===== src/verilog/cascade_pkg.sv =====
package cascade_pkg;

    ////////////////////////////////////////////////////////////
    // image and datapath sizes
    ////////////////////////////////////////////////////////////

    localparam int II_WIDTH  = 160;
    localparam int II_HEIGHT = 120;

    localparam int ADDR_W = 15;                 // covers 160 * 120 words
    localparam int DATA_W = 21;                 // signed integral-image sample
    localparam int FEAT_W = 23;                 // room for the 2x corner weights

    localparam int NUM_STAGES = 4;
    localparam int CORNERS    = 6;              // horizontal two-rectangle

    typedef logic [1:0] stage_idx_t;
    typedef logic [2:0] corner_idx_t;

    ////////////////////////////////////////////////////////////
    // stage table
    ////////////////////////////////////////////////////////////

    localparam int WINDOW_X = 20;               // window starts 20 columns in

    localparam int STAGE_X0 [NUM_STAGES] = '{ 4, 43, 39,  0};   // left column
    localparam int STAGE_XM [NUM_STAGES] = '{41, 60, 51, 22};   // split column
    localparam int STAGE_X1 [NUM_STAGES] = '{78, 77, 63, 44};   // right column
    localparam int STAGE_Y0 [NUM_STAGES] = '{24, 30, 35, 19};   // top row
    localparam int STAGE_Y1 [NUM_STAGES] = '{36, 65, 57, 36};   // bottom row

    localparam logic signed [FEAT_W-1:0] STAGE_THRESH [NUM_STAGES] = '{
        23'sd0,
        -23'sd1500,
        23'sd800,
        23'sd2500
    };

    ////////////////////////////////////////////////////////////
    // threshold steering
    ////////////////////////////////////////////////////////////

    localparam int OFFSET_MIN  = -8;
    localparam int OFFSET_MAX  = 7;
    localparam int THRESH_STEP = 64;            // feature units per step

    typedef logic signed [3:0] offset_t;
    typedef logic signed [3:0] vote_cnt_t;      // -4 .. +4 over four stages

    typedef enum logic [1:0] {
        SEQ_IDLE,
        SEQ_RUN,
        SEQ_DONE
    } seq_state_t;

    localparam int DETECT_LATENCY = 28;         // start edge to done pulse

endpackage


===== src/verilog/corner_if.sv =====
`timescale 1ns/1ns

interface corner_if import cascade_pkg::*; ();

    logic                     valid;
    stage_idx_t               stage;
    corner_idx_t              corner;
    logic signed [DATA_W-1:0] value;    // memory read data, aligned with valid

    modport src (
        output valid,
        output stage,
        output corner,
        output value
    );

    modport dst (
        input valid,
        input stage,
        input corner,
        input value
    );

endinterface


===== src/verilog/cascade_sequencer.sv =====
`timescale 1ns/1ns

module cascade_sequencer import cascade_pkg::*; (
    input  logic clk,
    input  logic rst,
    input  logic detect_en,
    input  logic vote_valid,
    input  logic vote_pass,
    output logic start,
    output logic detect_done,
    output logic detected_flag
);

    seq_state_t state;
    logic       detect_en_q;
    vote_cnt_t  vote_total;
    vote_cnt_t  vote_total_nxt;
    stage_idx_t vote_count;

    assign vote_total_nxt = vote_pass ? vote_total + vote_cnt_t'(1)
                                      : vote_total - vote_cnt_t'(1);

    assign detect_done = (state == SEQ_DONE);   // one cycle, DONE always exits

    always_ff @(posedge clk) begin
        if (rst) begin
            state         <= SEQ_IDLE;
            detect_en_q   <= 1'b0;
            start         <= 1'b0;
            detected_flag <= 1'b0;
            vote_total    <= '0;
            vote_count    <= '0;
        end else begin
            detect_en_q <= detect_en;
            start       <= 1'b0;
            case (state)
                SEQ_IDLE: begin
                    if (detect_en && !detect_en_q) begin
                        start      <= 1'b1;     // kicks the fetcher
                        vote_total <= '0;
                        vote_count <= '0;
                        state      <= SEQ_RUN;
                    end
                end
                SEQ_RUN: begin
                    if (vote_valid) begin
                        vote_total <= vote_total_nxt;
                        vote_count <= vote_count + 1'b1;
                        if (vote_count == stage_idx_t'(NUM_STAGES - 1)) begin
                            detected_flag <= (vote_total_nxt >= 0);  // tie counts as hit
                            state         <= SEQ_DONE;
                        end
                    end
                end
                default: state <= SEQ_IDLE;     // SEQ_DONE
            endcase
        end
    end

    a_done_single: assert property (@(posedge clk) disable iff (rst)
        detect_done |=> !detect_done);

    // start leaves at cycle 1, done must land at cycle DETECT_LATENCY
    a_done_latency: assert property (@(posedge clk) disable iff (rst)
        $rose(start) |-> ##(DETECT_LATENCY - 1) $rose(detect_done));

endmodule


===== src/verilog/corner_fetcher.sv =====
`timescale 1ns/1ns

module corner_fetcher import cascade_pkg::*; (
    input  logic                     clk,
    input  logic                     rst,
    input  logic                     start,
    input  logic signed [DATA_W-1:0] data_in,
    output logic [ADDR_W-1:0]        rd_addr,
    corner_if.src                    cif
);

    logic        active;
    stage_idx_t  stage_cnt;
    corner_idx_t corner_cnt;

    ////////////////////////////////////////////////////////////
    // stage / corner walk
    ////////////////////////////////////////////////////////////

    always_ff @(posedge clk) begin
        if (rst) begin
            active     <= 1'b0;
            stage_cnt  <= '0;
            corner_cnt <= '0;
        end else if (start) begin
            active     <= 1'b1;
            stage_cnt  <= '0;
            corner_cnt <= '0;
        end else if (active) begin
            if (corner_cnt == corner_idx_t'(CORNERS - 1)) begin
                corner_cnt <= '0;
                stage_cnt  <= stage_cnt + 1'b1;
                if (stage_cnt == stage_idx_t'(NUM_STAGES - 1))
                    active <= 1'b0;             // all 24 corners issued
            end else begin
                corner_cnt <= corner_cnt + 1'b1;
            end
        end
    end

    // corner order: (XM,Y1) (XM,Y0) (X0,Y1) (X0,Y0) (X1,Y1) (X1,Y0)
    always_comb begin
        int x;
        int y;
        case (corner_cnt[2:1])
            2'd0:    x = STAGE_XM[stage_cnt];
            2'd1:    x = STAGE_X0[stage_cnt];
            default: x = STAGE_X1[stage_cnt];
        endcase
        y = corner_cnt[0] ? STAGE_Y0[stage_cnt] : STAGE_Y1[stage_cnt];
        rd_addr = active ? ADDR_W'(x + WINDOW_X + y * II_WIDTH) : '0;
    end

    ////////////////////////////////////////////////////////////
    // align tags with the one-cycle memory read
    ////////////////////////////////////////////////////////////

    always_ff @(posedge clk) begin
        if (rst)
            cif.valid <= 1'b0;
        else
            cif.valid <= active;
    end

    always_ff @(posedge clk) begin
        cif.stage  <= stage_cnt;                // tag only, qualified by valid
        cif.corner <= corner_cnt;
    end

    assign cif.value = data_in;

    a_addr_range: assert property (@(posedge clk) disable iff (rst)
        active |-> (int'(rd_addr) < II_WIDTH * II_HEIGHT));

endmodule


===== src/verilog/threshold_tuner.sv =====
`timescale 1ns/1ns

module threshold_tuner import cascade_pkg::*; (
    input  logic    clk,
    input  logic    rst,
    input  logic    increment_threshold,
    input  logic    decrement_threshold,
    output offset_t offset
);

    logic inc_q;
    logic dec_q;
    logic inc_rise;
    logic dec_rise;

    assign inc_rise = increment_threshold && !inc_q;
    assign dec_rise = decrement_threshold && !dec_q;

    always_ff @(posedge clk) begin
        if (rst) begin
            inc_q  <= 1'b0;
            dec_q  <= 1'b0;
            offset <= '0;
        end else begin
            inc_q <= increment_threshold;
            dec_q <= decrement_threshold;
            // simultaneous edges cancel out
            if (inc_rise && !dec_rise && offset != offset_t'(OFFSET_MAX))
                offset <= offset + offset_t'(1);
            else if (dec_rise && !inc_rise && offset != offset_t'(OFFSET_MIN))
                offset <= offset - offset_t'(1);    // saturates at the floor
        end
    end

    // a wrap past either limit shows up as a jump of 15
    a_offset_range: assert property (@(posedge clk) disable iff (rst)
        (int'(offset) - int'($past(offset))) inside {-1, 0, 1});

endmodule


===== src/verilog/feature_evaluator.sv =====
`timescale 1ns/1ns

module feature_evaluator import cascade_pkg::*; (
    input  logic    clk,
    input  logic    rst,
    corner_if.dst   cif,
    input  offset_t offset,
    output logic    vote_valid,
    output logic    vote_pass
);

    logic signed [FEAT_W-1:0] acc;
    logic signed [FEAT_W-1:0] value_ext;
    logic signed [FEAT_W-1:0] term;
    logic signed [FEAT_W-1:0] feature;
    logic signed [FEAT_W-1:0] offset_scaled;
    logic signed [FEAT_W-1:0] threshold;

    assign value_ext = FEAT_W'(cif.value);      // sign extend

    ////////////////////////////////////////////////////////////
    // left minus right, folded into per-corner weights
    ////////////////////////////////////////////////////////////

    always_comb begin
        case (cif.corner)
            3'd0:    term = value_ext <<< 1;        // +2, shared edge
            3'd1:    term = -(value_ext <<< 1);     // -2, shared edge
            3'd2:    term = -value_ext;
            3'd3:    term = value_ext;
            3'd4:    term = -value_ext;
            3'd5:    term = value_ext;
            default: term = '0;
        endcase
    end

    assign feature       = acc + term;
    assign offset_scaled = FEAT_W'(offset) * FEAT_W'(THRESH_STEP);
    assign threshold     = STAGE_THRESH[cif.stage] + offset_scaled;

    always_ff @(posedge clk) begin
        if (rst) begin
            acc        <= '0;
            vote_valid <= 1'b0;
            vote_pass  <= 1'b0;
        end else begin
            vote_valid <= 1'b0;
            if (cif.valid) begin
                if (cif.corner == corner_idx_t'(CORNERS - 1)) begin
                    vote_valid <= 1'b1;         // one vote per stage
                    vote_pass  <= (feature >= threshold);
                    acc        <= '0;
                end else begin
                    acc <= feature;
                end
            end
        end
    end

    // stream must start on a stage boundary or the accumulator mixes stages
    a_stream_aligned: assert property (@(posedge clk) disable iff (rst)
        (cif.valid && !$past(cif.valid)) |-> (cif.corner == '0));

endmodule


===== src/verilog/cascade_top.sv =====
`timescale 1ns/1ns

module cascade_top import cascade_pkg::*; (
    input  logic                     clk,
    input  logic                     rst,
    input  logic                     detect_en,
    input  logic                     increment_threshold,
    input  logic                     decrement_threshold,
    input  logic signed [DATA_W-1:0] data_in,
    output logic [ADDR_W-1:0]        rd_addr,
    output logic                     detect_done,
    output logic                     detected_flag
);

    logic    start;
    logic    vote_valid;
    logic    vote_pass;
    offset_t offset;

    corner_if u_corner_if ();

    cascade_sequencer u_cascade_sequencer (
        .clk           (clk),
        .rst           (rst),
        .detect_en     (detect_en),
        .vote_valid    (vote_valid),
        .vote_pass     (vote_pass),
        .start         (start),
        .detect_done   (detect_done),
        .detected_flag (detected_flag)
    );

    corner_fetcher u_corner_fetcher (
        .clk     (clk),
        .rst     (rst),
        .start   (start),
        .data_in (data_in),
        .rd_addr (rd_addr),
        .cif     (u_corner_if)
    );

    threshold_tuner u_threshold_tuner (
        .clk                 (clk),
        .rst                 (rst),
        .increment_threshold (increment_threshold),
        .decrement_threshold (decrement_threshold),
        .offset              (offset)
    );

    feature_evaluator u_feature_evaluator (
        .clk        (clk),
        .rst        (rst),
        .cif        (u_corner_if),
        .offset     (offset),
        .vote_valid (vote_valid),
        .vote_pass  (vote_pass)
    );

endmodule


===== config.mk =====
export PLATFORM = sky130hd
export DESIGN_NAME = cascade_top
export DESIGN_NICKNAME = d
export VERILOG_FILES = /design/src/verilog/cascade_pkg.sv /design/src/verilog/corner_if.sv /design/src/verilog/cascade_sequencer.sv /design/src/verilog/corner_fetcher.sv /design/src/verilog/threshold_tuner.sv /design/src/verilog/feature_evaluator.sv /design/src/verilog/cascade_top.sv
export SDC_FILE = /design/constraint.sdc
export NUM_CORES = 1
export LEC_CHECK = 0
export BUFFER_PORTS_ARGS = -buffer_cell sky130_fd_sc_hd__buf_4
export CAP_MARGIN = 10
export CORE_MARGIN = 2
export CORE_UTILIZATION = 42
export DETAILED_ROUTE_END_ITERATION = 8
export PLACE_DENSITY = 0.68
export SETUP_SLACK_MARGIN = 0.1
export SYNTH_ARGS = -nofsm -noshare
export SYNTH_HDL_FRONTEND = slang
export SYNTH_HIERARCHICAL = 1
export SYNTH_SLANG_ARGS = --single-unit

===== constraint.sdc =====
create_clock -name clk -period 8.9 [get_ports clk]
set_input_delay 1.78 -clock clk [delete_from_list [all_inputs] [get_ports clk]]
set_output_delay 1.78 -clock clk [all_outputs]
set_load 0.01 [all_outputs]

==> results of run 1 <==
metal layers:
metal / wire length, um / global-route usage, % / share of wire (%)
met1: 7340 / 25.6 / 50
met2: 6810 / 29.5 / 46
met4: 229 / 3.96 / 1.6
met3: 370 / 2.29 / 2.5
met5: 0 / 0 / 0
path summary, 6_finish.rpt:
check | startpoint | end | slack [ps] | cells after the start
max reg2reg | u_corner_fetcher/cif.corner[2]$_DFF_P_ | u_feature_evaluator/vote_pass$_SDFFE_PP0P_ | 3180 | 19
min reg2reg | u_corner_fetcher/stage_cnt[0]$_SDFFE_PP0P_ | u_corner_fetcher/cif.stage[0]$_DFF_P_ | 450 | 0
min | u_corner_fetcher/stage_cnt[0]$_SDFFE_PP0P_ | u_corner_fetcher/cif.stage[0]$_DFF_P_ | 450 | 0
max | data_in[0] | u_feature_evaluator/vote_pass$_SDFFE_PP0P_ | 1540 | 24
per-stage QoR:
stage | setup WS (ps) | hold slack, ps | std cells | utilization, %
3_5_place_dp | 1230 | 434 | 1020 | 44.5
6_report | 1540 | 446 | 1028 | 45.6
4_1_cts | 1560 | 442 | 1028 | 45.6
3_3_place_gp | 1400 | 439 | 1020 | 44.5
5_1_grt | 1200 | 457 | 1028 | 45.6
2_1_floorplan | 1630 | 329 | 847 | -
synthesized netlist by cell type, drive strengths merged, types with 11 or more instances:
| library cell | number |
|---|---|
| dfxtp | 54 |
| xnor2 | 48 |
| buf | 29 |
| o22ai | 13 |
| a21o | 23 |
| mux2i | 11 |
| nor2 | 88 |
| clkbuf | 30 |
| xor2 | 25 |
| ha | 73 |
| o21ai | 33 |
| nand2 | 63 |
| nor2b | 20 |
| a21oi | 68 |
| inv | 41 |
| nand3 | 13 |
| a211oi | 13 |
| nor3 | 30 |
| a22o | 11 |
worst register-to-register path: cells and delay by family (launching register included):
family                   cells  cell delay (ps)
multiplexers                 1              290
adder cells (fa/ha/maj)      2              750
AND/OR/NAND/NOR              3              640
AO/OA/AOI/OAI               12             2700
buffers and inverters        1              500
flip-flops                   1              740
power by group:
group          internal (uW)  switching [uW]
combinational            147             184
clock                    134            93.5
sequential               251            14.6
total                    532             293
logic make-up (layout without fill, tap and decap cells):
kind of cell,Yosys count,after routing,synth area share (%)
adders and majority gates,81,81,16.4
buffers and inverters,101,94,7.78
xor gates and xnor gates,74,74,10.1
muxes,17,17,3.06
and+or+nand+nor,291,291,23.0
DFF,54,54,16.5
AOI/OAI and AO/OA,229,229,23.2
state kept, by name, summed over array words and instances (netlist names), 2 cells and up:
register and flops:
u_corner_fetcher/corner_cnt 3, u_cascade_sequencer/vote_total 4, u_corner_fetcher/stage_cnt 2, u_cascade_sequencer/state 2, u_corner_fetcher/cif.corner 3, u_cascade_sequencer/vote_count 2, u_threshold_tuner/offset 4, u_feature_evaluator/acc 23
u_corner_fetcher/cif.stage 2
area by class of cell:
cell class | count | area, um^2 | share of cell area, %
Inverter | 42 | 158 | 2.27
Timing Repair Buffer | 44 | 330 | 4.77
Sequential cell | 54 | 1080 | 15.6
Clock buffer | 5 | 125 | 1.81
Clock inverter | 3 | 47.5 | 0.686
Tap cell | 188 | 235 | 3.39
Multi-Input combinational cell | 692 | 4950 | 71.5
==> metrics.cfg, run 1 <==
[worst_setup_path]
worst_ep_required_time_ps = 9110
critPathBufInv = 2
crit_chain = buf_4, inv_1, ha_1, or4b_4, or4b_4, nor3_4, xnor2_1, mux2_2, mux4_2, ha_1, and4_1, nor2b_1, o2111ai_1, a31oi_1, or4_1, and2_1, xnor2_1, ha_1, nand2_1, nor2_1, nand4_1, nor4_1, a221oi_1, a211oi_1
crit_path_frequent_cell = ha_1
end_kind = flop
critical-path-max-stage-delay_ps = 620
cp-start-kind = input pin
critPathKind = input pin to flop
crit_slowest_cell = or4b_4
critPathArrivalTime_ps = 7570
critPathMaxFanout = 11
path_delay_family = simple AND/OR/NAND/NOR gates

[synth]
synth-edff-count = 0
ys_types = 83
yosys_most_used_dff = dfxtp_1
synth_top_area_share_pct = 16.5
synth-seq-cells = 54
yosys-top-cells-area = dfxtp_1, ha_1, xnor2_1
ys_warn_count = 6
syn_area_per_cell_um2 = 7.73
synth_area_mm2 = 0.00655
syn_nets = 954
yosys.area.top_type = dfxtp_1
seq_area_frac_synth_pct = 16.5
ys_async_sr_fraction_pct = 0
syn_inst = 847

[power_and_ir_drop]
ir_worst_vdd_uv = 128
power_density_mw_per_mm2 = 119
finalPower_uw = 825
p_leak_uw = 0.00292

[die]
num_io_pins = 43
fp.dieH_um = 129
core_area_mm2 = 0.0152
die_area_mm2 = 0.0166
num_rows = 45
die_w_um = 129
start_util_pct = 43.1

[route]
postRouteAntennaNets = 0
wirelength_um = 14700
vias_per_cell = 5.65
dr.pass1.iters = 5
wl_per_cell_um = 14.3
num_vias = 5811
drt_iter0_drc = 287
drc = 0

[clock_tree]
ctsResizeCount = 0
clk_path_buf_depth = 2
cts-htree-levels = 2
clkSinkCount = 54
ctsRootBufferMaster = clkbuf_16
postCtsHoldBufs = 0
cts_setup_buffers = 0
insertion_delay_ps = 300
cts_buffers = 5
cts_tree = yes
path_clk_slew_ps = 70

[cells_and_area]
areaGrowthSynthToFinish_pct = 5.91
final_cell_area_mm2 = 0.00693
final_cell_mix = nor2_1, ha_1, a21oi_1
diodes = 0
nNetsFinal = 946
layout-drive-gt1-share_pct = 9.76
layout_commonest_cell = nor2_1
fillers = 1579

[global_routing]
grt_pass1_vias = 5340
grt_pass1_wl_um = 25100
grt_overflow_total = 0
antenna_found_initial = 0
grt_usage_pct = 18.1
grt_max_degree = 49

[sta]
slew_headroom_pct = 28.2
skew_ps = 11.9
setup_viol = 0
hold_viol = 0
period_share_pct = 82.7
maxSlewViolCount = 0
rsz0062_at_grt = false
setup-tns-final_ps = 0
fmax_ghz = 0.136
tightest_slew_ps = 1070
post-route-min-period_ps = 7360

[status]
status = finished, final reports clean

[place]
dpl_cell_area_mm2 = 0.00676
gp_congestion = 0.932
dp_hpwl_um = 11400
io_buffers = 42

[run]
maxCapViolCount = 0

[worst_hold_path]
hp-class = flop to flop

No activity file was read; power rests on OpenSTA's default activity.
==> run 2, diff against run 1 <==
--- a/config.mk
+++ b/config.mk
@@ -5,6 +5,7 @@
 export SDC_FILE = /design/constraint.sdc
 export NUM_CORES = 1
 export LEC_CHECK = 0
+export ABC_AREA = 1
 export BUFFER_PORTS_ARGS = -buffer_cell sky130_fd_sc_hd__buf_4
 export CAP_MARGIN = 10
 export CORE_MARGIN = 2
==> constraint.sdc (replaced) <==
create_clock -name clk -period 7.3 [get_ports clk]
set_input_delay 1.46 -clock clk [delete_from_list [all_inputs] [get_ports clk]]
set_output_delay 1.46 -clock clk [all_outputs]
set_load 0.01 [all_outputs]
==> run 2 against run 1 <==
  * Clock skew is essentially flat
  * Final area grew 4.3%
  * Sequential power grew 21%
  * Register-to-register slack lost 810 ps
  * Synthesized cell count grew 25%
  * Die area grew 2.8%
  * First-iteration DRC count grew 70%
  * Sequential share of layout area shrank 0.64 points
  * Critical path depth grew 6
  * Cell count grew 25%
  * Synthesized area grew 2.8%
  * Global-route usage grew 2.3 points
==> metrics.cfg, run 2 <==
[synth]
synth-edff-count = 0  ; unchanged
ys_async_sr_fraction_pct = 0  ; unchanged
ys_types = 57  ; -31%
syn_inst = 1060  ; +25%
syn_area_per_cell_um2 = 6.35  ; -18%
seq_area_frac_synth_pct = 16.1  ; -0.46 points
synth-seq-cells = 54  ; unchanged
yosys-top-cells-area = dfxtp_1, nand2_1, ha_1
syn_nets = 1167  ; +22%
yosys_most_used_dff = dfxtp_1
synthTopCellsByCount = nand2_1, inv_1, nor2_1
yosys.area.top_type = dfxtp_1
synth_area_mm2 = 0.00673  ; +2.8%
ys_warn_count = 6  ; unchanged
synth_top_area_share_pct = 16.1  ; -0.46 points
yosysMostFrequentCell = nand2_1

[global_routing]
antenna_found_initial = 0  ; unchanged
grt_usage_pct = 20.4  ; +2.3 points
grt_pass1_vias = 6091  ; +14%
grt_overflow_total = 0  ; unchanged
grt_max_degree = 42  ; -14%
grt_pass1_wl_um = 28300  ; +13%

[worst_setup_path]
path_depth = 30  ; +25%
crit_path_frequent_cell = nand2_1
r2r_cells = 26  ; +7
critPathBufInv = 5  ; +3
worst_ep_required_time_ps = 7520  ; -1590 ps
end_kind = flop
crit_slowest_cell = ha_1
cp-start-kind = input pin
critPathKind = input pin to flop
r2r_start = u_corner_fetcher/cif.corner[2]$_DFF_P_
critPathLaunch = data_in[0]
critical-path-max-stage-delay_ps = 330  ; -290 ps
critPathMaxFanout = 6  ; -5
path_delay_family = simple AND/OR/NAND/NOR gates
critPathArrivalTime_ps = 5680  ; -1890 ps

[cells_and_area]
layout-drive-gt1-share_pct = 11.6  ; +1.8 points
largestRegisters = u_feature_evaluator/acc: 23 flops, u_cascade_sequencer/vote_total: 4 flops, u_threshold_tuner/offset: 4 flops
final_cell_mix = nand2_1, inv_1, nor2_1
utilization_pct = 45.8  ; +0.23 points
diodes = 0  ; unchanged
nNetsFinal = 1178  ; +25%
areaGrowthSynthToFinish_pct = 7.36
largest_register = u_feature_evaluator/acc
layout_commonest_cell = nand2_1
final_cells = 1288  ; +25%
largest_reg_flops = 23  ; unchanged

[worst_hold_path]
hp-start = u_corner_fetcher/stage_cnt[0]$_SDFFE_PP0P_
hold_depth = 0  ; unchanged
hp-class = flop to flop

[sta]
hold_viol = 0  ; unchanged
setup-tns-final_ps = 0  ; unchanged
slew_headroom_pct = 39.2  ; +11 points
skew_ps = 11.5  ; -0.398 ps
rsz0062_at_grt = false
post-route-min-period_ps = 5460
fmax_ghz = 0.183
tightest_slew_ps = 908  ; -161 ps
maxSlewViolCount = 0  ; unchanged
setup_viol = 0  ; unchanged
worst_slack_ps = 1840  ; +301 ps
period_share_pct = 74.8

[clock_tree]
cts_setup_buffers = 0  ; unchanged
cts_tree = yes
ctsRootBufferMaster = clkbuf_16
path_clk_slew_ps = 80  ; about the same
insertion_delay_ps = 310  ; about the same
postCtsHoldBufs = 0  ; unchanged
clk_path_buf_depth = 2  ; unchanged
ctsResizeCount = 0  ; unchanged
cts_buffers = 5  ; unchanged
cts-htree-levels = 2  ; unchanged
clkSinkCount = 54  ; unchanged

[power_and_ir_drop]
p_leak_uw = 0.00348  ; +19%
clkPwrFrac_pct = 26.7  ; -0.9 points
p_int_uw = 586  ; +10%
comb_power_share_pct = 40.2  ; about the same
finalPower_uw = 976  ; +18%
power_frac_seq_pct = 33.1  ; +0.8 points
p_sw_share_pct = 39.9  ; +4.5 points
ir_worst_vdd_uv = 94.0  ; -27%
power_density_mw_per_mm2 = 135  ; +14%
p_switching_uw = 390  ; +33%

[route]
num_vias = 6671  ; +15%
dr.pass1.iters = 5  ; unchanged
wirelength_um = 16900  ; +14%
postRouteAntennaNets = 0  ; unchanged
vias_per_cell = 5.18  ; -8.4%
wl_per_cell_um = 13.1  ; -8.7%
drc = 0  ; unchanged
drt_iter0_drc = 488  ; +70%

[die]
num_rows = 46  ; +2.2%
core_area_mm2 = 0.0158  ; +3.7%
fp.dieH_um = 131  ; +1.4%
num_io_pins = 43  ; unchanged
die_area_mm2 = 0.0171  ; +2.8%
die_w_um = 131  ; +1.4%
start_util_pct = 42.7  ; -0.37 points

[place]
gp_congestion = 0.912  ; -2.1%
io_buffers = 42  ; unchanged
dp_hpwl_um = 13600  ; +19%
place_inst = 1279  ; +25%
pre_cts_slack_ps = 1590  ; +358 ps

[run]
maxCapViolCount = 0  ; unchanged

[status]
status = finished, final reports clean

run 2: changes by cell type in the layout (fill, tap and decap cells not counted), moves of 11 or more:
cell / before / now
nand2_1: 63 / 249
inv_1: 41 / 132
nand3_1: 13 / 68
xnor2_1: 48 / 7
nor2_1: 88 / 114
nand2_2: 0 / 23
nor2b_1: 20 / 0
a21o_1: 21 / 3
a21oi_1: 66 / 82
nor3_1: 28 / 15
a211oi_1: 13 / 2
a22o_1: 11 / 0
mux2i_1: 11 / 0
o22ai_1: 13 / 2
run 2: final cells by class:
class,count,area (um^2)
fillers,1686,8540
multi-input cells,829,4870
flip-flops and latches,54,1080
inverters,138,520
repair buffers,43,327
well taps,216,270
clock buffers,5,125
clock inverters,3,28.8
run 2: path summary, 6_finish.rpt:
kind / end / slack (ps)
worst max-delay path: u_feature_evaluator/vote_pass$_SDFFE_PP0P_ / 1840
worst min-delay path: u_corner_fetcher/cif.stage[0]$_DFF_P_ / 450
worst max register to register: u_feature_evaluator/vote_pass$_SDFFE_PP0P_ / 2370
worst min register to register: u_corner_fetcher/cif.stage[0]$_DFF_P_ / 450
run 2: kinds of logic (layout without fill, tap and decap cells):
kind of cell | count (synthesis) | in the layout | synth area share [%]
AOI/OAI and AO/OA | 179 | 179 | 15.7
xor gates and xnor gates | 33 | 33 | 4.41
adders and majority gates | 81 | 81 | 15.9
buffers and inverters | 177 | 189 | 11.6
DFF | 54 | 54 | 16.1
and+or+nand+nor | 536 | 536 | 36.3
run 2: through the flow:
step / hold WS, ps / instance area (um^2)
2_1_floorplan: 332 / 6730
3_3_place_gp: 445 / 7060
3_5_place_dp: 443 / 7060
4_1_cts: 448 / 7220
5_1_grt: 479 / 7230
6_report: 445 / 7230
run 2: power groups by stage:
stage	Clock [uW]	Combinational (uW)	Sequential [uW]
after floorplan	0	308	323
after global placement	0	385	330
after detailed placement	0	387	330
after CTS	270	391	323
after global routing	280	453	325
final	260	393	323
run 2: routing by layer:
layer | wire length (um) | vias to the layer above | track usage (%)
li1 | - | 3494 | -
met1 | 7990 | 3028 | 26.5
met2 | 7860 | 127 | 35.5
met3 | 623 | 22 | 2.24
met4 | 395 | 0 | 6.38
met5 | 0 | - | 0
==> run 3, diff against run 2 <==
==> constraint.sdc (replaced) <==
create_clock -name clk -period 5.38 [get_ports clk]
set_input_delay 1.076 -clock clk [delete_from_list [all_inputs] [get_ports clk]]
set_output_delay 1.076 -clock clk [all_outputs]
set_load 0.01 [all_outputs]
==> run 3 against run 2 <==
  * Combinational power is 39% higher
  * Register-to-register slack worse by 1300 ps
  * Wire length is 0.59% lower
  * Critical path depth is 1 higher
  * Non-clock buffer count is 8 higher
  * Clock skew is 7.7 ps lower
  * Die area stayed put
  * Flip-flop and latch count stayed put
  * Critical path type unchanged
  * Highest routed layer unchanged
==> metrics.cfg, run 3 (synthesized netlist as in run 2, its figures left out) <==
[sta]
setup_viol = 0  ; unchanged
setup-tns-final_ps = 0  ; unchanged
period_share_pct = 90.1
slew_headroom_pct = 49.0  ; +9.8 points
rsz0062_at_grt = false
tightest_slew_ps = 764  ; -144 ps
maxSlewViolCount = 0  ; unchanged
fmax_ghz = 0.206
hold_viol = 0  ; unchanged
skew_ps = 3.83  ; -7.67 ps
whs_ps = 460  ; +14.6 ps
post-route-min-period_ps = 4850

[place]
io_buffers = 42  ; unchanged
gp_congestion = 0.937  ; +2.7%
dp_hpwl_um = 13600  ; -0.51%
dpl_cell_area_mm2 = 0.00709  ; +0.43%

[worst_setup_path]
critPathLaunch = data_in[7]
r2r_start = u_corner_fetcher/cif.corner[2]$_DFF_P_
crit_path_frequent_cell = nand2_1
cp-start-kind = input pin
critPathMaxFanout = 5  ; -1
worst_ep_required_time_ps = 5640  ; -1880 ps
critical-path-max-stage-delay_ps = 380  ; +50 ps
critPathKind = input pin to flop
critPathArrivalTime_ps = 5110  ; -570 ps
end_kind = flop
crit_slowest_cell = ha_1

[worst_hold_path]
hp-start = u_corner_fetcher/stage_cnt[0]$_SDFFE_PP0P_
hp-class = flop to flop

[route]
wl_per_cell_um = 12.9  ; -1.2%
drc = 0  ; unchanged
dr.pass1.iters = 5  ; unchanged
num_vias = 6732  ; +0.91%
postRouteAntennaNets = 0  ; unchanged
wirelength_um = 16800  ; -0.59%
vias_per_cell = 5.19  ; +0.29%
drt_iter0_drc = 337  ; -31%

[power_and_ir_drop]
comb_power_share_pct = 40.9  ; +0.7 points
ir_worst_vdd_uv = 122  ; +29%
p_switching_uw = 531  ; +36%
p_int_uw = 804  ; +37%
clkPwrFrac_pct = 26.3  ; -0.4 points
power_frac_seq_pct = 32.8  ; -0.3 points
power_density_mw_per_mm2 = 181  ; +34%
p_leak_uw = 0.00352  ; +0.92%
p_sw_share_pct = 39.8  ; -0.13 points

[cells_and_area]
final_cell_mix = nand2_1, inv_1, nor2_1
largest_reg_flops = 23  ; unchanged
layout_commonest_cell = nand2_1
largest_register = u_feature_evaluator/acc
nNetsFinal = 1186  ; +0.68%
final_cell_area_mm2 = 0.00736  ; +1.8%
layout-drive-gt1-share_pct = 13.2  ; +1.7 points
largestRegisters = u_feature_evaluator/acc: 23 flops, u_cascade_sequencer/vote_total: 4 flops, u_threshold_tuner/offset: 4 flops
areaGrowthSynthToFinish_pct = 9.28
diodes = 0  ; unchanged

[clock_tree]
ctsRootBufferMaster = clkbuf_16
insertion_delay_ps = 310  ; about the same
cts_buffers = 5  ; unchanged
clk_path_buf_depth = 2  ; unchanged
cts-htree-levels = 2  ; unchanged
cts_tree = yes
postCtsHoldBufs = 0  ; unchanged
clkSinkCount = 54  ; unchanged
path_clk_slew_ps = 80  ; about the same

[global_routing]
grt_overflow_total = 0  ; unchanged
grt_pass1_wl_um = 27600  ; -2.4%
antenna_found_initial = 0  ; unchanged
grt_usage_pct = 20.0  ; -0.44 points
grt_pass1_vias = 6046  ; -0.74%
grt_max_degree = 42  ; unchanged

[die]
num_rows = 46  ; unchanged
die_area_mm2 = 0.0171  ; unchanged
die_w_um = 131  ; unchanged
num_io_pins = 43  ; unchanged
start_util_pct = 42.7  ; unchanged
core_area_mm2 = 0.0158  ; unchanged
fp.dieH_um = 131  ; unchanged

[run]
maxCapViolCount = 0  ; unchanged

[status]
status = finished, final reports clean

==> run 3: stage by stage <==
stage / setup slack [ps] / utilization [%] / cells / power [uW]
2_1_floorplan: 672 / - / 1060 / 856
3_3_place_gp: 258 / 45.0 / 1283 / 973
3_5_place_dp: 96.0 / 45.0 / 1283 / 977
4_1_cts: 411 / 45.9 / 1291 / 1330
5_1_grt: 92.8 / 46.6 / 1296 / 1440
6_report: 533 / 46.6 / 1296 / 1340
==> run 3: final timing paths <==
| kind | endpoint | slack (ps) | depth (start not counted) |
|---|---|---|---|
| hold reg to reg | u_corner_fetcher/cif.stage[0]$_DFF_P_ | 460 | 0 |
| setup / recovery | u_feature_evaluator/vote_pass$_SDFFE_PP0P_ | 530 | 31 |
| hold / removal | u_corner_fetcher/cif.stage[0]$_DFF_P_ | 460 | 0 |
| setup reg to reg | u_feature_evaluator/vote_pass$_SDFFE_PP0P_ | 1080 | 29 |
==> run 3: repair_timing <==
| action | in CTS | in global routing |
|---|---|---|
| gates resized for setup | 0 | 15 |
| endpoints found under the hold margin | 0 | 0 |
| setup endpoints to repair | 0 | 1 |
| buffers inserted | 0 | 5 |
==> run 3: per-layer routing <==
metal	up-vias	part of all wire, %	GRT usage, %
li1	3502	-	-
met1	3041	47	25.7
met2	161	46	34.2
met3	28	4.3	2.69
met4	0	2.9	7.07
met5	-	0	0
==> run 3: critical path, delay by kind of cell <==
kind	cells	cell delay, ps
AOI/OAI and AO/OA	3	370
adders and majority gates	2	710
buffers and inverters	6	540
and+or+nand+nor	20	2370
==> run 3: final cells by class <==
class	instances	area, um^2
clock buffer	5	125
clock inverter	3	28.8
timing repair buffer	51	383
multi-input combinational	829	4940
inverter	138	524
tap	216	270
fill	1672	8410
sequential	54	1080
==> run 3: power groups by stage <==
stage | registers, uW | clock network, uW | logic (uW)
3_5_place_dp | 448 | 0 | 530
5_1_grt | 442 | 374 | 622
3_3_place_gp | 447 | 0 | 526
4_1_cts | 438 | 363 | 534
2_1_floorplan | 439 | 0 | 417
6_report | 438 | 351 | 546
